### src/common/conv_pkg.sv
`default_nettype none

package conv_pkg;

    localparam int TAPS        = 3;
    localparam int MAX_ROW_LEN = 64;

    // axi4-lite control port
    localparam int AXI_ADDR_W = 4;
    localparam int AXI_DATA_W = 32;

    localparam logic [AXI_ADDR_W-1:0] REG_CTRL      = 4'h0;
    localparam logic [AXI_ADDR_W-1:0] REG_STATUS    = 4'h4;
    localparam logic [AXI_ADDR_W-1:0] REG_ROW_LEN   = 4'h8;
    localparam logic [AXI_ADDR_W-1:0] REG_ROW_COUNT = 4'hc;

    typedef logic signed [7:0]  sample_t;
    typedef logic signed [7:0]  weight_t;
    typedef logic [TAPS*$bits(weight_t)-1:0] weight_vec_t;  // element 0 = oldest sample
    typedef logic signed [19:0] acc_t;

    typedef logic [$clog2(MAX_ROW_LEN+1)-1:0] row_len_t;
    typedef logic [5:0]                        row_cnt_t;

    typedef enum logic [2:0] {
        PASS_IDLE,
        INIT_WEIGHT,
        INIT_FIFO_PE,
        PREHEAT,
        NORMAL_LOOP,
        PASS_DONE
    } pass_state_t;

endpackage

`default_nettype wire

### src/design/axil_regs.sv
`timescale 1ns/1ps
`default_nettype none

module axil_regs import conv_pkg::*; (
    input  wire                     clk,
    input  wire                     rst_n,

    input  wire  [AXI_ADDR_W-1:0]   awaddr_i,
    input  wire                     awvalid_i,
    output logic                    awready_o,
    input  wire  [AXI_DATA_W-1:0]   wdata_i,
    input  wire  [AXI_DATA_W/8-1:0] wstrb_i,
    input  wire                     wvalid_i,
    output logic                    wready_o,
    output logic [1:0]              bresp_o,
    output logic                    bvalid_o,
    input  wire                     bready_i,
    input  wire  [AXI_ADDR_W-1:0]   araddr_i,
    input  wire                     arvalid_i,
    output logic                    arready_o,
    output logic [AXI_DATA_W-1:0]   rdata_o,
    output logic [1:0]              rresp_o,
    output logic                    rvalid_o,
    input  wire                     rready_i,

    input  wire                     pass_done_i,
    output logic                    pass_start_o,
    output row_len_t                row_len_o,
    output row_cnt_t                row_count_o
);

    logic                    aw_got, w_got;
    logic [AXI_ADDR_W-1:0]   awaddr_q;
    logic [AXI_DATA_W-1:0]   wdata_q;
    logic                    wstrb0_q;
    logic                    aw_fire, w_fire, wr_en, b_fire, ar_fire;
    logic [AXI_ADDR_W-1:0]   wr_addr;
    logic [AXI_DATA_W-1:0]   wr_data;
    logic                    wr_byte0;
    logic                    start_pend, busy, done;

    assign awready_o = !aw_got && !bvalid_o;
    assign wready_o  = !w_got && !bvalid_o;
    assign aw_fire   = awvalid_i && awready_o;
    assign w_fire    = wvalid_i && wready_o;
    assign b_fire    = bvalid_o && bready_i;
    assign arready_o = !rvalid_o;
    assign ar_fire   = arvalid_i && arready_o;
    assign bresp_o   = 2'b00;  // always OKAY
    assign rresp_o   = 2'b00;

    // address and data may come in either order
    assign wr_addr  = aw_got ? awaddr_q : awaddr_i;
    assign wr_data  = w_got ? wdata_q : wdata_i;
    assign wr_byte0 = w_got ? wstrb0_q : wstrb_i[0];
    assign wr_en    = (aw_got || aw_fire) && (w_got || w_fire);

    always_ff @(posedge clk or negedge rst_n) begin
        if (!rst_n) begin
            aw_got       <= 1'b0;
            w_got        <= 1'b0;
            bvalid_o     <= 1'b0;
            rvalid_o     <= 1'b0;
            start_pend   <= 1'b0;
            pass_start_o <= 1'b0;
            busy         <= 1'b0;
            done         <= 1'b0;
            row_len_o    <= '0;
            row_count_o  <= '0;
        end else begin
            aw_got <= (aw_got || aw_fire) && !wr_en;
            w_got  <= (w_got || w_fire) && !wr_en;
            if (wr_en)
                bvalid_o <= 1'b1;
            else if (b_fire)
                bvalid_o <= 1'b0;
            if (ar_fire)
                rvalid_o <= 1'b1;
            else if (rready_i)
                rvalid_o <= 1'b0;

            if (wr_en && wr_byte0) begin
                case (wr_addr)
                    REG_CTRL:      start_pend  <= wr_data[0];
                    REG_ROW_LEN:   row_len_o   <= wr_data[$bits(row_len_t)-1:0];
                    REG_ROW_COUNT: row_count_o <= wr_data[$bits(row_cnt_t)-1:0];
                    default:       ;
                endcase
            end

            // start fires once the response has been taken
            pass_start_o <= b_fire && start_pend && !busy;
            if (b_fire)
                start_pend <= 1'b0;
            if (pass_start_o) begin
                busy <= 1'b1;
                done <= 1'b0;
            end else if (pass_done_i) begin
                busy <= 1'b0;
                done <= 1'b1;  // sticky until the next start
            end
        end
    end

    always_ff @(posedge clk) begin
        if (aw_fire)
            awaddr_q <= awaddr_i;
        if (w_fire) begin
            wdata_q  <= wdata_i;
            wstrb0_q <= wstrb_i[0];
        end
        if (ar_fire) begin
            case (araddr_i)
                REG_STATUS:    rdata_o <= {{(AXI_DATA_W-2){1'b0}}, done, busy};
                REG_ROW_LEN:   rdata_o <= AXI_DATA_W'(row_len_o);
                REG_ROW_COUNT: rdata_o <= AXI_DATA_W'(row_count_o);
                default:       rdata_o <= '0;  // ctrl reads as zero
            endcase
        end
    end

endmodule

`default_nettype wire

### src/design/pass_ctrl.sv
`timescale 1ns/1ps
`default_nettype none

module pass_ctrl import conv_pkg::*; (
    input  wire  clk,
    input  wire  rst_n,

    input  wire  pass_start_i,
    output logic pass_done_o,

    // phase ends reported by the lower blocks
    input  wire  weight_load_done_i,
    input  wire  preheat_done_i,
    input  wire  normal_loop_done_i,
    input  wire  all_row_finish_i,

    output logic weight_load_state_o,
    output logic init_fifo_pe_state_o,
    output logic preheat_state_o,
    output logic normal_loop_state_o
);

    pass_state_t state_q, state_d;

    always_ff @(posedge clk or negedge rst_n) begin
        if (!rst_n)
            state_q <= PASS_IDLE;
        else
            state_q <= state_d;
    end

    always_comb begin
        state_d = state_q;
        case (state_q)
            PASS_IDLE: begin
                if (pass_start_i)
                    state_d = INIT_WEIGHT;
            end
            INIT_WEIGHT: begin
                if (weight_load_done_i)
                    state_d = INIT_FIFO_PE;
            end
            INIT_FIFO_PE: begin
                state_d = PREHEAT;  // window clear takes one cycle
            end
            PREHEAT: begin
                if (preheat_done_i)
                    state_d = NORMAL_LOOP;
            end
            NORMAL_LOOP: begin
                if (normal_loop_done_i) begin
                    if (all_row_finish_i)
                        state_d = PASS_DONE;
                    else
                        state_d = INIT_FIFO_PE;  // next row
                end
            end
            PASS_DONE: begin
                state_d = PASS_IDLE;
            end
            default: state_d = PASS_IDLE;
        endcase
    end

    assign weight_load_state_o  = (state_q == INIT_WEIGHT);
    assign init_fifo_pe_state_o = (state_q == INIT_FIFO_PE);
    assign preheat_state_o      = (state_q == PREHEAT);
    assign normal_loop_state_o  = (state_q == NORMAL_LOOP);
    assign pass_done_o          = (state_q == PASS_DONE);

endmodule

`default_nettype wire

### src/design/weight_loader.sv
`timescale 1ns/1ps
`default_nettype none

module weight_loader import conv_pkg::*; (
    input  wire         clk,
    input  wire         rst_n,

    input  wire         weight_load_state_i,
    input  wire         weight_valid_i,
    input  weight_t     weight_data_i,
    output logic        weight_ready_o,

    output weight_vec_t weights_o,
    output logic        weight_load_done_o
);

    localparam int WW = $bits(weight_t);

    logic [$clog2(TAPS)-1:0] tap_idx;
    logic                    weight_fire;
    weight_vec_t             weights_q;

    assign weight_ready_o     = weight_load_state_i;
    assign weight_fire        = weight_valid_i && weight_ready_o;
    assign weight_load_done_o = weight_fire && (tap_idx == TAPS - 1);

    always_ff @(posedge clk or negedge rst_n) begin
        if (!rst_n)
            tap_idx <= '0;
        else if (!weight_load_state_i)
            tap_idx <= '0;  // rewind between passes
        else if (weight_fire)
            tap_idx <= tap_idx + 1'b1;
    end

    // held for the whole pass once loaded
    always_ff @(posedge clk) begin
        if (weight_fire)
            weights_q[tap_idx*WW +: WW] <= weight_data_i;
    end

    assign weights_o = weights_q;

endmodule

`default_nettype wire

### src/row_engine/row_ctrl.sv
`timescale 1ns/1ps
`default_nettype none

module row_ctrl import conv_pkg::*; (
    input  wire      clk,
    input  wire      rst_n,

    input  row_len_t row_len_i,
    input  row_cnt_t row_count_i,

    input  wire      init_fifo_pe_state_i,
    input  wire      preheat_state_i,
    input  wire      normal_loop_state_i,

    input  wire      sample_fire_i,
    input  wire      out_fire_i,

    output logic     sample_take_o,
    output logic     preheat_done_o,
    output logic     normal_loop_done_o,
    output logic     all_row_finish_o
);

    row_len_t samp_cnt;   // samples taken in this phase
    row_len_t out_cnt;    // results accepted in this row
    row_cnt_t row_idx;
    row_len_t loop_len;   // samples needed by the normal loop
    logic     running;

    assign loop_len = row_len_i - row_len_t'(TAPS - 1);
    assign running  = init_fifo_pe_state_i || preheat_state_i || normal_loop_state_i;

    assign sample_take_o = (preheat_state_i && (samp_cnt < row_len_t'(TAPS - 1)))
                        || (normal_loop_state_i && (samp_cnt < loop_len));

    assign preheat_done_o = preheat_state_i && sample_fire_i
                         && (samp_cnt == row_len_t'(TAPS - 2));

    // last valid result of the row
    assign normal_loop_done_o = normal_loop_state_i && out_fire_i
                             && (out_cnt == row_len_i - row_len_t'(TAPS));

    assign all_row_finish_o = (row_idx == row_count_i - 1'b1);

    always_ff @(posedge clk or negedge rst_n) begin
        if (!rst_n) begin
            samp_cnt <= '0;
            out_cnt  <= '0;
        end else if (init_fifo_pe_state_i) begin
            samp_cnt <= '0;
            out_cnt  <= '0;
        end else begin
            if (preheat_done_o)
                samp_cnt <= '0;  // loop counts afresh
            else if (sample_fire_i)
                samp_cnt <= samp_cnt + 1'b1;
            if (out_fire_i)
                out_cnt <= out_cnt + 1'b1;
        end
    end

    always_ff @(posedge clk or negedge rst_n) begin
        if (!rst_n)
            row_idx <= '0;
        else if (!running)
            row_idx <= '0;  // back to row 0 outside a pass
        else if (normal_loop_done_o)
            row_idx <= row_idx + 1'b1;
    end

endmodule

`default_nettype wire

### src/row_engine/pe_row.sv
`timescale 1ns/1ps
`default_nettype none

module pe_row import conv_pkg::*; (
    input  wire         clk,
    input  wire         rst_n,

    input  wire         init_fifo_pe_state_i,
    input  wire         normal_loop_state_i,
    input  wire         sample_take_i,
    input  weight_vec_t weights_i,

    input  wire         s_valid_i,
    input  sample_t     s_data_i,
    output logic        s_ready_o,

    output logic        r_valid_o,
    output acc_t        r_data_o,
    input  wire         r_ready_i,

    output logic        sample_fire_o,
    output logic        out_fire_o
);

    localparam int WW = $bits(weight_t);

    sample_t win_q    [TAPS];
    sample_t win_next [TAPS];
    acc_t    dot;
    logic    load_res;

    // stall input while a result waits
    assign s_ready_o     = sample_take_i && (!r_valid_o || r_ready_i);
    assign sample_fire_o = s_valid_i && s_ready_o;
    assign out_fire_o    = r_valid_o && r_ready_i;
    assign load_res      = sample_fire_o && normal_loop_state_i;

    always_comb begin
        for (int k = 0; k < TAPS - 1; k++)
            win_next[k] = win_q[k+1];
        win_next[TAPS-1] = s_data_i;  // newest at the top
    end

    always_comb begin
        weight_t w_k;
        acc_t    prod;
        dot = '0;
        for (int k = 0; k < TAPS; k++) begin
            w_k  = weight_t'(weights_i[k*WW +: WW]);
            prod = w_k * win_next[k];
            dot  = dot + prod;
        end
    end

    always_ff @(posedge clk) begin
        if (init_fifo_pe_state_i)
            win_q <= '{default: '0};
        else if (sample_fire_o)
            win_q <= win_next;
        if (load_res)
            r_data_o <= dot;
    end

    always_ff @(posedge clk or negedge rst_n) begin
        if (!rst_n)
            r_valid_o <= 1'b0;
        else if (load_res)
            r_valid_o <= 1'b1;
        else if (out_fire_o)
            r_valid_o <= 1'b0;
    end

endmodule

`default_nettype wire

### src/design/conv_top.sv
`timescale 1ns/1ps
`default_nettype none

module conv_top import conv_pkg::*; (
    input  wire                     clk,
    input  wire                     rst_n,

    input  wire  [AXI_ADDR_W-1:0]   s_axil_awaddr_i,
    input  wire                     s_axil_awvalid_i,
    output logic                    s_axil_awready_o,
    input  wire  [AXI_DATA_W-1:0]   s_axil_wdata_i,
    input  wire  [AXI_DATA_W/8-1:0] s_axil_wstrb_i,
    input  wire                     s_axil_wvalid_i,
    output logic                    s_axil_wready_o,
    output logic [1:0]              s_axil_bresp_o,
    output logic                    s_axil_bvalid_o,
    input  wire                     s_axil_bready_i,
    input  wire  [AXI_ADDR_W-1:0]   s_axil_araddr_i,
    input  wire                     s_axil_arvalid_i,
    output logic                    s_axil_arready_o,
    output logic [AXI_DATA_W-1:0]   s_axil_rdata_o,
    output logic [1:0]              s_axil_rresp_o,
    output logic                    s_axil_rvalid_o,
    input  wire                     s_axil_rready_i,

    input  wire                     weight_valid_i,
    input  weight_t                 weight_data_i,
    output logic                    weight_ready_o,

    input  wire                     s_valid_i,
    input  sample_t                 s_data_i,
    output logic                    s_ready_o,

    output logic                    r_valid_o,
    output acc_t                    r_data_o,
    input  wire                     r_ready_i
);

    logic        pass_start, pass_done;
    row_len_t    row_len;
    row_cnt_t    row_count;
    logic        weight_load_state, init_fifo_pe_state, preheat_state, normal_loop_state;
    logic        weight_load_done, preheat_done, normal_loop_done, all_row_finish;
    logic        sample_take, sample_fire, out_fire;
    weight_vec_t weights;

    axil_regs u_regs (
        .clk, .rst_n,
        .awaddr_i (s_axil_awaddr_i),  .awvalid_i (s_axil_awvalid_i),
        .awready_o(s_axil_awready_o), .wdata_i   (s_axil_wdata_i),
        .wstrb_i  (s_axil_wstrb_i),   .wvalid_i  (s_axil_wvalid_i),
        .wready_o (s_axil_wready_o),  .bresp_o   (s_axil_bresp_o),
        .bvalid_o (s_axil_bvalid_o),  .bready_i  (s_axil_bready_i),
        .araddr_i (s_axil_araddr_i),  .arvalid_i (s_axil_arvalid_i),
        .arready_o(s_axil_arready_o), .rdata_o   (s_axil_rdata_o),
        .rresp_o  (s_axil_rresp_o),   .rvalid_o  (s_axil_rvalid_o),
        .rready_i (s_axil_rready_i),
        .pass_done_i (pass_done),     .pass_start_o(pass_start),
        .row_len_o   (row_len),       .row_count_o (row_count)
    );

    pass_ctrl u_pass_ctrl (
        .clk, .rst_n,
        .pass_start_i        (pass_start),         .pass_done_o         (pass_done),
        .weight_load_done_i  (weight_load_done),   .preheat_done_i      (preheat_done),
        .normal_loop_done_i  (normal_loop_done),   .all_row_finish_i    (all_row_finish),
        .weight_load_state_o (weight_load_state),  .init_fifo_pe_state_o(init_fifo_pe_state),
        .preheat_state_o     (preheat_state),      .normal_loop_state_o (normal_loop_state)
    );

    weight_loader u_weights (
        .clk, .rst_n,
        .weight_load_state_i(weight_load_state),
        .weight_valid_i, .weight_data_i, .weight_ready_o,
        .weights_o          (weights),
        .weight_load_done_o (weight_load_done)
    );

    row_ctrl u_row_ctrl (
        .clk, .rst_n,
        .row_len_i           (row_len),            .row_count_i        (row_count),
        .init_fifo_pe_state_i(init_fifo_pe_state), .preheat_state_i    (preheat_state),
        .normal_loop_state_i (normal_loop_state),
        .sample_fire_i       (sample_fire),        .out_fire_i         (out_fire),
        .sample_take_o       (sample_take),        .preheat_done_o     (preheat_done),
        .normal_loop_done_o  (normal_loop_done),   .all_row_finish_o   (all_row_finish)
    );

    pe_row u_pe_row (
        .clk, .rst_n,
        .init_fifo_pe_state_i(init_fifo_pe_state),
        .normal_loop_state_i (normal_loop_state),
        .sample_take_i       (sample_take),
        .weights_i           (weights),
        .s_valid_i, .s_data_i, .s_ready_o,
        .r_valid_o, .r_data_o, .r_ready_i,
        .sample_fire_o       (sample_fire),
        .out_fire_o          (out_fire)
    );

endmodule

`default_nettype wire

### config.mk
export PLATFORM = sky130hd
export DESIGN_NAME = conv_top
export DESIGN_NICKNAME = d
export VERILOG_FILES = /design/src/common/conv_pkg.sv /design/src/design/axil_regs.sv /design/src/design/pass_ctrl.sv /design/src/design/weight_loader.sv /design/src/row_engine/row_ctrl.sv /design/src/row_engine/pe_row.sv /design/src/design/conv_top.sv
export SDC_FILE = /design/constraint.sdc
export NUM_CORES = 1
export LEC_CHECK = 0
export ABC_AREA = 1
export BUFFER_PORTS_ARGS = -buffer_cell sky130_fd_sc_hd__clkbuf_2
export CAP_MARGIN = 20
export CORE_MARGIN = 1
export CORE_UTILIZATION = 50
export DETAILED_ROUTE_END_ITERATION = 8
export PLACE_DENSITY_LB_ADDON = 0.2
export SLEW_MARGIN = 20
export SYNTH_ARGS = -nofsm -noshare
export SYNTH_HDL_FRONTEND = slang
export SYNTH_HIERARCHICAL = 1
export SYNTH_SLANG_ARGS = --single-unit
### constraint.sdc
create_clock -name clk -period 6.6 [get_ports clk]
set_input_delay 0 -clock clk [delete_from_list [all_inputs] [get_ports clk]]
set_output_delay 0 -clock clk [all_outputs]
set_load 0.01 [all_outputs]
==> results of run 1 <==
==> sequential cells by signal, summed over array words and instances (netlist names), 2 cells and up <==
signal / count
u_regs/row_count_o: 6
u_regs/wdata_q: 7
u_row_ctrl/samp_cnt: 7
u_pass_ctrl/state_q: 3
u_regs/row_len_o: 7
u_row_ctrl/out_cnt: 7
u_pe_row/r_data_o: 18
u_pe_row/win_next: 16
u_weights/tap_idx: 2
u_regs/awaddr_q: 4
u_weights/weights_o: 24
u_regs/rdata_o: 7
u_row_ctrl/row_idx: 6
==> logic make-up after synthesis <==
kind of cell | Yosys count | synth area share
AO/OA/AOI/OAI | 72 | 0.03057
buffers and inverters | 562 | 0.1525
other | 1 | 0.0002503
XOR/XNOR | 30 | 0.01846
AND/OR/NAND/NOR | 654 | 0.1874
flip-flops | 124 | 0.2221
adder cells (fa/ha/maj) | 325 | 0.3887
==> where the power goes <==
group          internal [mW]  leakage [nW]  total, mW  switching [mW]
Clock                  0.562         0.284      0.966           0.404
Sequential              1.02          1.26       1.12          0.0962
Combinational           1.36          7.86       3.54            2.18
Total                   2.94          9.40       5.62            2.68
==> what timing repair did <==
action	in CTS	in global routing
setup buffers	0	18
setup endpoints to repair	0	5
endpoints found under the hold margin	112	0
hold buffers	37	0
resized for setup	0	8
==> layer usage <==
metal  part of all wire  vias up  wire length, µm  global-route usage
li1                   -     5343                -                   -
met1               0.43     5463            14710              0.3291
met2               0.48      336            16260              0.4038
met5                  0        -                0                   0
met3              0.065       49             2209             0.04569
met4              0.019        0              643             0.06413
==> per-stage QoR <==
step / util / setup TNS [ps] / instances / area, µm²
2_1_floorplan: - / 0 / 1796 / 15090
3_3_place_gp: 0.5297 / 0 / 2201 / 15660
3_5_place_dp: 0.5297 / 0 / 2201 / 15660
4_1_cts: 0.5621 / 0 / 2270 / 16610
5_1_grt: 0.5681 / -16.33 / 2288 / 16790
6_report: 0.5681 / 0 / 2288 / 16790
==> layout by cell type, fill, tap and decap left out, types with 4 or more instances in the layout <==
| master | netlist | layout |
|---|---|---|
| inv_1 | 459 | 456 |
| nand2_1 | 406 | 403 |
| fa_1 | 234 | 233 |
| nor2_1 | 106 | 105 |
| ha_1 | 91 | 91 |
| clkbuf_2 | 0 | 76 |
| nand3_1 | 75 | 75 |
| edfxtp_1 | 61 | 61 |
| dfrtp_1 | 47 | 47 |
| buf_4 | 33 | 42 |
| dlygate4sd3_1 | 0 | 37 |
| a21oi_1 | 33 | 33 |
| conb_1 | 1 | 29 |
| clkbuf_16 | 0 | 17 |
| dfxtp_1 | 16 | 16 |
| xor2_1 | 15 | 15 |
| nand2_2 | 11 | 14 |
| xnor2_1 | 14 | 14 |
| o21ai_0 | 13 | 13 |
| nor3_1 | 12 | 11 |
| inv_2 | 10 | 10 |
| nand4_1 | 10 | 10 |
| nor2_2 | 6 | 7 |
| or2_2 | 7 | 7 |
| clkinvlp_4 | 0 | 6 |
| inv_6 | 0 | 5 |
| nand3_2 | 5 | 5 |
| o21bai_1 | 5 | 5 |
| clkinv_1 | 4 | 4 |
| a22o_1 | 4 | 4 |
==> worst max-delay path, delay by kind of cell, from the launching register on <==
| family | cells | cell delay, ps |
|---|---|---|
| AO/OA/AOI/OAI | 1 | 160 |
| buffers and inverters | 7 | 590 |
| flip-flops | 1 | 510 |
| adder cells (fa/ha/maj) | 8 | 4020 |
| AND/OR/NAND/NOR | 7 | 830 |
==> how the worst max path moves through the flow <==
| stage | endpoint | slack [ps] | depth (start not counted) |
|---|---|---|---|
| final | u_pe_row/r_data_o[17] | 270 | 23 |
| after global routing | u_pe_row/r_data_o[17] | -20 | 22 |
| after CTS | u_pe_row/r_data_o[17] | 160 | 20 |
| after detailed placement | u_pe_row/r_data_o[17] | 160 | 22 |
| after global placement | u_pe_row/r_data_o[17] | 210 | 25 |
| after floorplan | u_pe_row/r_data_o[17] | 680 | 25 |
==> layout make-up <==
class / count / area, µm²
Multi-Input combinational cell: 1110 / 9492
Clock inverter: 15 / 161.4
Timing Repair Buffer: 156 / 1086
Sequential cell: 124 / 3328
Clock buffer: 17 / 425.4
Fill cell: 2655 / 12770
Inverter: 476 / 1812
Tap cell: 390 / 488.0
==> results.json, run 1 <==
{
  "holdWs_ps": 28.85,
  "slew-limit-headroom": 0.4093,
  "cts_tree": "yes",
  "synth_area_per_cell_um2": 8.474,
  "ys_async_sr_fraction": 0.3790,
  "yosysTopAreaCell": "fa_1",
  "grt_max_degree": 48,
  "whs_endpoint": "u_regs/rdata_o[0]",
  "skew_ps": 15.54,
  "via_per_inst": 4.891,
  "synth.most_common_cell": "inv_1",
  "setup_viol": 0,
  "synth_edf_count": 61,
  "ys_ff_latch": 124,
  "die_area_um2": 30660,
  "gr-total-overflow": 0,
  "die_h_um": 175.1,
  "crit_required_ps": 6810,
  "cts.sinks": 124,
  "num_vias": 11190,
  "path_cells": "buf_4, or2_2, fa_1, inv_1, fa_1, fa_1, inv_1, fa_1, inv_1, fa_1, inv_1, fa_1, fa_1, inv_1, ha_1, nand2_1, nor2_1, nand2_1, o21bai_1, nand2_1, inv_1, nand2_1, nand2_1",
  "crit_type": "reg2reg",
  "grt_usage": 0.2438,
  "reg2reg_depth": 23,
  "critPathLaunchType": "flip-flop",
  "drt-initial-drc-count": 719,
  "htree_levels": 4,
  "nets": 2280,
  "hp-start": "s_axil_araddr_i[0]",
  "clockBufferDepth": 2,
  "synth.top_cell.area_share": 0.3127,
  "leakage_nw": 9.400,
  "antenna_found_initial": 0,
  "cts.clk_slew.worst_paths_ps": 70,
  "cp_max_fo": 5,
  "min_path_cells": 4,
  "reg2reg_slack_ps": 270,
  "antenna_left": 0,
  "setup_ws_ps": 271.3,
  "clkLatencyLatePin_ps": 440,
  "routed_wl_um": 33830,
  "dp_slack_ps": 158.9,
  "cp-startpoint": "u_weights/weights_o[7]",
  "synth_warnings": 6,
  "grt_pass1_vias": 11580,
  "drc": 0,
  "port_buffers": 76,
  "core_area_um2": 29560,
  "post_route_cells_drive_above_1_share": 0.1170,
  "hold_viol_final": 0,
  "wire_per_inst_um": 14.78,
  "path_common_cell": "fa_1",
  "diodes": 0,
  "end_kind": "flip-flop",
  "fin_crit_ps": 6329,
  "ir_drop_v": 0.0003249,
  "dr.pass1.iters": 6,
  "synth_common_cells": "inv_1, nand2_1, fa_1, nor2_1, ha_1",
  "reg2reg_to": "u_pe_row/r_data_o[17]",
  "area_delta_synth_final_pct": 12.08,
  "r2r-start": "u_weights/weights_o[7]",
  "seq_area_frac_synth": 0.2221,
  "power_mw": 5.624,
  "drv_cap": 0,
  "power_per_cell_area_nw_per_um2": 334.9,
  "initial_core_util": 0.5068,
  "synthCells": 1768,
  "status": "finished clean",
  "max_stage_delay_ps": 580,
  "arrival_ps": 6540,
  "dp_hpwl_um": 27050,
  "hp-class": "in2reg",
  "fin_crit_sh": 0.9589,
  "netlist_area_um2": 14980,
  "dieWidth_um": 175.1,
  "gp_congestion": 0.8658,
  "tightest_slew_ps": 879.3,
  "cp_slowest_cell": "fa_1",
  "grt_pass1_wl_um": 57640,
  "ys_top_cells_by_area": "fa_1, edfxtp_1, inv_1",
  "ctsRootBufferMaster": "clkbuf_16",
  "ys_types": 52,
  "synth-main-ff-cell": "edfxtp_1",
  "max_freq_mhz": 158.0,
  "rows": 63,
  "ios": 134,
  "slew_violations": 0,
  "cts_made_buffers": 17
}
Power figures use the tool's default switching activity.
==> inputs of run 2 (changes only) <==
--- a/config.mk
+++ b/config.mk
@@ -9,7 +9,7 @@
 export BUFFER_PORTS_ARGS = -buffer_cell sky130_fd_sc_hd__clkbuf_2
 export CAP_MARGIN = 20
 export CORE_MARGIN = 1
-export CORE_UTILIZATION = 50
+export CORE_UTILIZATION = 62
 export DETAILED_ROUTE_END_ITERATION = 8
 export PLACE_DENSITY_LB_ADDON = 0.2
 export SLEW_MARGIN = 20
==> run 2 against run 1 <==
  * Routed wire length shrank 5.3%
  * Die area shrank 19%
  * Fmax shrank 0.29%
  * First-iteration DRC count grew 14%
  * Highest routed layer unchanged
==> results.json, run 2 (same netlist as run 1, synthesis figures left out) <==
{
  "status": "finished clean",
  "cts.clk_slew.worst_paths_ps": 70,
  "diodes": 0,
  "max_stage_delay_ps": 590,
  "dp_hpwl_um": 25860,
  "cts.sinks": 124,
  "clockBufferDepth": 2,
  "ir_drop_v": 0.0004237,
  "slew-limit-headroom": 0.2408,
  "max_freq_mhz": 157.5,
  "htree_levels": 4,
  "ctsRootBufferMaster": "clkbuf_16",
  "layout_commonest_cell": "inv_1",
  "tns_ps": 0,
  "rows": 56,
  "path_buf_inv": 8,
  "final_cell_area_um2": 16550,
  "cts_tree": "yes",
  "die_area_um2": 24790,
  "end_kind": "flip-flop",
  "via_per_inst": 5.060,
  "drv_cap": 0,
  "setup_viol": 0,
  "dp_slack_ps": 282.8,
  "cp_max_fo": 7,
  "routed_wl_um": 32050,
  "path_delay_family": "adder cells",
  "setup_ws_ps": 252.6,
  "drt-initial-drc-count": 817,
  "clkLatencyLatePin_ps": 430,
  "slew_violations": 0,
  "crit_required_ps": 6800,
  "critPathLaunchType": "flip-flop",
  "fin_crit_sh": 0.9617,
  "antenna_left": 0,
  "grt_usage": 0.2885,
  "fin_util": 0.7010,
  "core_area_um2": 23610,
  "tightest_slew_ps": 1130,
  "arrival_ps": 6550,
  "drc": 0,
  "grt_pass1_wl_um": 54550,
  "skew_ps": 18.21,
  "wire_per_inst_um": 14.57,
  "final_cell_mix": "inv_1, nand2_1, fa_1",
  "power_per_cell_area_nw_per_um2": 339.3,
  "power_mw": 5.616,
  "antenna_found_initial": 0,
  "hp-class": "in2reg",
  "port_buffers": 76,
  "gr-total-overflow": 0,
  "leakage_nw": 9.319,
  "initial_core_util": 0.6345,
  "dieWidth_um": 157.5,
  "ios": 134,
  "placedInstanceArea_um2": 15510,
  "die_h_um": 157.5,
  "grt_max_degree": 48,
  "post_route_cells_drive_above_1_share": 0.1101,
  "crit_type": "reg2reg",
  "nets": 2262,
  "dr.pass1.iters": 5,
  "path_cells": "nand2_1, clkinvlp_4, fa_1, inv_1, fa_1, inv_1, fa_1, inv_1, fa_1, inv_1, fa_1, fa_1, inv_1, fa_1, inv_1, ha_1, nand2_1, nor2_1, nand2_1, o21bai_1, nand2_1, inv_1, nand2_1, nand2_1",
  "cts_made_buffers": 17,
  "num_vias": 11130,
  "area_delta_synth_final_pct": 10.48,
  "cp_slowest_cell": "fa_1",
  "hold_viol_final": 0,
  "gp_congestion": 0.9779,
  "largest_reg_flops": 24,
  "fin_crit_ps": 6347,
  "grt_pass1_vias": 11320
}
-- run 2: where the power goes --
part,total (mW),leakage (nW),internal (mW),switching (mW)
Combinational,3.54,7.77,1.35,2.19
Sequential,1.12,1.26,1.02,0.0968
Clock,0.960,0.287,0.539,0.421
-- run 2: path summary, 6_finish.rpt --
path	from	endpoint	slack (ps)	depth (start not counted)
min in group asynchronous	rst_n	u_regs/aw_got	190	3
setup / recovery	u_weights/weights_o[15]	u_pe_row/r_data_o[17]	250	24
max in group asynchronous	rst_n	u_row_ctrl/samp_cnt[2]	5950	3
hold reg to reg	u_regs/start_pend	u_regs/start_pend	470	2
setup reg to reg	u_weights/weights_o[15]	u_pe_row/r_data_o[17]	250	24
hold / removal	s_data_i[5]	u_pe_row/win_next[13]	30	3
-- run 2: final cells by class --
type	count	area (µm²)
Timing Repair Buffer	138	933.4
Fill cell	1882	7061
Multi-Input combinational cell	1110	9489
Clock inverter	15	172.7
Sequential cell	124	3328
Inverter	476	1804
Tap cell	319	399.1
Clock buffer	17	425.4
-- run 2: layer usage --
metal  GRT usage  share of wire
met1      0.3779           0.41
met2      0.4920           0.50
met3     0.04350          0.067
met4     0.09431          0.026
met5           0              0
-- run 2: stage by stage --
stage,hold WS (ps),std cells
6_report,30.92,2199
3_5_place_dp,142.3,2122
3_3_place_gp,136.7,2122
5_1_grt,41.95,2199
2_1_floorplan,-295.6,1796
4_1_cts,5.245,2189
-- run 2: tightest hold or removal path, delay by kind of cell --
kind | cells | cell delay, ps
buffers and inverters | 1 | 210
and+or+nand+nor | 1 | 130
AOI/OAI and AO/OA | 1 | 60
-- run 2: repair_timing --
action / CTS / global route
buffers inserted: 0 / 10
resized for setup: 0 / 9
hold buffers: 35 / 0
hold endpoints to repair: 109 / 0
endpoints found under the setup margin: 0 / 2
==> inputs of run 3 (changes only) <==
--- a/config.mk
+++ b/config.mk
@@ -9,7 +9,7 @@
 export BUFFER_PORTS_ARGS = -buffer_cell sky130_fd_sc_hd__clkbuf_2
 export CAP_MARGIN = 20
 export CORE_MARGIN = 1
-export CORE_UTILIZATION = 62
+export CORE_UTILIZATION = 65
 export DETAILED_ROUTE_END_ITERATION = 8
 export PLACE_DENSITY_LB_ADDON = 0.2
 export SLEW_MARGIN = 20
==> constraint.sdc (replaced) <==
create_clock -name clk -period 7.5 [get_ports clk]
set_input_delay 0 -clock clk [delete_from_list [all_inputs] [get_ports clk]]
set_output_delay 0 -clock clk [all_outputs]
set_load 0.01 [all_outputs]
==> run 3 against run 2 <==
  * Fmax decreased by 2.2%
  * First-iteration DRC count decreased by 10%
  * Worst hold slack got worse by 14 ps
  * Clock skew increased by 1.4 ps
  * Flip-flop and latch count unchanged
  * Register-to-register slack improved by 760 ps
  * Final cell count decreased by 2.5%
  * Critical path depth decreased by 2
  * Via count about the same
  * Setup slack improved by 760 ps
  * Combinational power decreased by 12%
  * Utilization increased by 2.0 points
  * Largest power group unchanged
  * Highest routed layer unchanged
==> results.json, run 3 (same netlist as run 1, synthesis figures left out) <==
{
  "diodes": 0,
  "drv_cap": 0,
  "gr-total-overflow": 0,
  "clock_power_share": 0.170,
  "placedInstanceArea_um2": 15380,
  "met1_usage": 0.3884,
  "via_per_inst": 5.182,
  "antenna_left": 0,
  "power.internal_mw": 2.562,
  "area_delta_synth_final_pct": 8.986,
  "met2_usage": 0.5203,
  "num_vias": 11120,
  "cp_max_fo": 8,
  "skew_ps": 19.57,
  "status": "finished clean",
  "holdWs_ps": 16.48,
  "grt_pass1_wl_um": 55490,
  "power_per_cell_area_nw_per_um2": 303.1,
  "r2r-start": "u_weights/weights_o[7]",
  "reg2reg_to": "u_pe_row/r_data_o[17]",
  "post_cts_buffers": 0,
  "gr-usage-met3": 0.04087,
  "fin_crit_sh": 0.8653,
  "final_cell_mix": "inv_1, nand2_1, fa_1",
  "grt_max_degree": 48,
  "critPathLaunchType": "flip-flop",
  "tns_ps": 0,
  "min_path_cells": 3,
  "gp_congestion": 0.9291,
  "wire_per_inst_um": 14.79,
  "whs_endpoint": "u_pe_row/win_next[11]",
  "reg2reg_depth": 22,
  "max_stage_delay_ps": 750,
  "largest_reg_flops": 24,
  "tightest_slew_ps": 1040,
  "cts_tree": "yes",
  "cts.clk_slew.worst_paths_ps": 70,
  "antenna_found_initial": 0,
  "swShare": 0.4824,
  "ctsRootBufferMaster": "clkbuf_16",
  "cts_hold_buf": 37,
  "power.switching_mw": 2.387,
  "reg2reg_slack_ps": 1010,
  "dp_hpwl_um": 25270,
  "dieWidth_um": 153.8,
  "hp-class": "in2reg",
  "setup_viol": 0,
  "fin_cells": 2145,
  "rsz0062_at_grt": "no",
  "p_seq_frac": 0.199,
  "clkLatencyLatePin_ps": 440,
  "busiest_layer": "met2",
  "leakage_nw": 9.235,
  "cts.sinks": 124,
  "ir_drop_v": 0.0003536,
  "port_buffers": 76,
  "ios": 134,
  "slew_violations": 0,
  "dr.pass1.iters": 5,
  "cts_made_buffers": 17,
  "post_cts_resized": 0,
  "arrival_ps": 6690,
  "core_area_um2": 22640,
  "grt_pass1_vias": 11850,
  "drc": 0,
  "max_freq_mhz": 154.1,
  "rows": 55,
  "die_area_um2": 23660,
  "slew-limit-headroom": 0.3062,
  "initial_core_util": 0.6617,
  "final_cell_area_um2": 16330,
  "crit_type": "reg2reg",
  "htree_levels": 4,
  "path_common_cell": "fa_1",
  "clockBufferDepth": 2,
  "hold_viol_final": 0,
  "dp.cells": 2076,
  "power_frac_comb": 0.631,
  "path_cells": "nand2_1, inv_1, fa_1, fa_1, fa_1, inv_1, fa_1, inv_1, fa_1, inv_1, fa_1, fa_1, inv_1, ha_1, nand2_1, nor2_1, nand2_1, o21bai_1, nand2_1, inv_1, nand2_1, nand2_1",
  "drt-initial-drc-count": 735,
  "hp-start": "s_data_i[3]",
  "layout_commonest_cell": "inv_1",
  "die_h_um": 153.8,
  "fin_crit_ps": 6489,
  "nets": 2242,
  "post_route_cells_drive_above_1_share": 0.09516,
  "grt_usage": 0.3010,
  "crit_required_ps": 7700,
  "cp_slowest_cell": "fa_1",
  "end_kind": "flip-flop",
  "routed_wl_um": 31720
}
## run 3: layout make-up
class	instances	area (µm²)
Fill cell	1738	6312
Tap cell	285	356.6
Sequential cell	124	3328
Inverter	476	1797
Timing Repair Buffer	118	788.3
Clock inverter	15	151.4
Clock buffer	17	425.4
Multi-Input combinational cell	1110	9482
## run 3: worst max path at each step
stage	start	end	cells past startpoint
6_report	u_weights/weights_o[7]	u_pe_row/r_data_o[17]	22
5_1_grt	u_weights/weights_o[7]	u_pe_row/r_data_o[17]	22
4_1_cts	u_weights/weights_o[7]	u_pe_row/r_data_o[17]	22
3_5_place_dp	u_weights/weights_o[7]	u_pe_row/r_data_o[17]	22
3_3_place_gp	u_weights/weights_o[7]	u_pe_row/r_data_o[17]	22
2_1_floorplan	u_weights/weights_o[23]	u_pe_row/r_data_o[17]	25
## run 3: worst max-delay path, delay by kind of cell, from the launching register on
kind            cells  cell delay [ps]
compound gates      1              180
simple gates        7              780
buf+inv             6              390
flops               1              560
fa+ha+maj           8             4330
## run 3: power groups by stage
stage	Clock, mW	Combinational [mW]	Sequential (mW)
6_report	0.842	3.12	0.983
5_1_grt	0.877	3.66	0.988
4_1_cts	0.855	3.13	0.979
3_5_place_dp	0	3.07	0.993
3_3_place_gp	0	3.00	0.991
2_1_floorplan	0	2.49	0.959
## run 3: metal layers
| layer | wire [µm] | part of all wire |
|---|---|---|
| met1 | 13110 | 0.41 |
| met2 | 15900 | 0.50 |
| met3 | 1697 | 0.054 |
| met4 | 1003 | 0.032 |
| met5 | 0 | 0 |
## run 3: stage by stage
step | setup WS, ps | power (mW) | utilization
after floorplan | 1579 | 3.449 | -
after global placement | 1093 | 3.988 | 0.6791
after detailed placement | 1041 | 4.068 | 0.6791
after CTS | 999.4 | 4.962 | 0.7210
after global routing | 655.3 | 5.528 | 0.7212
final | 1011 | 4.949 | 0.7212
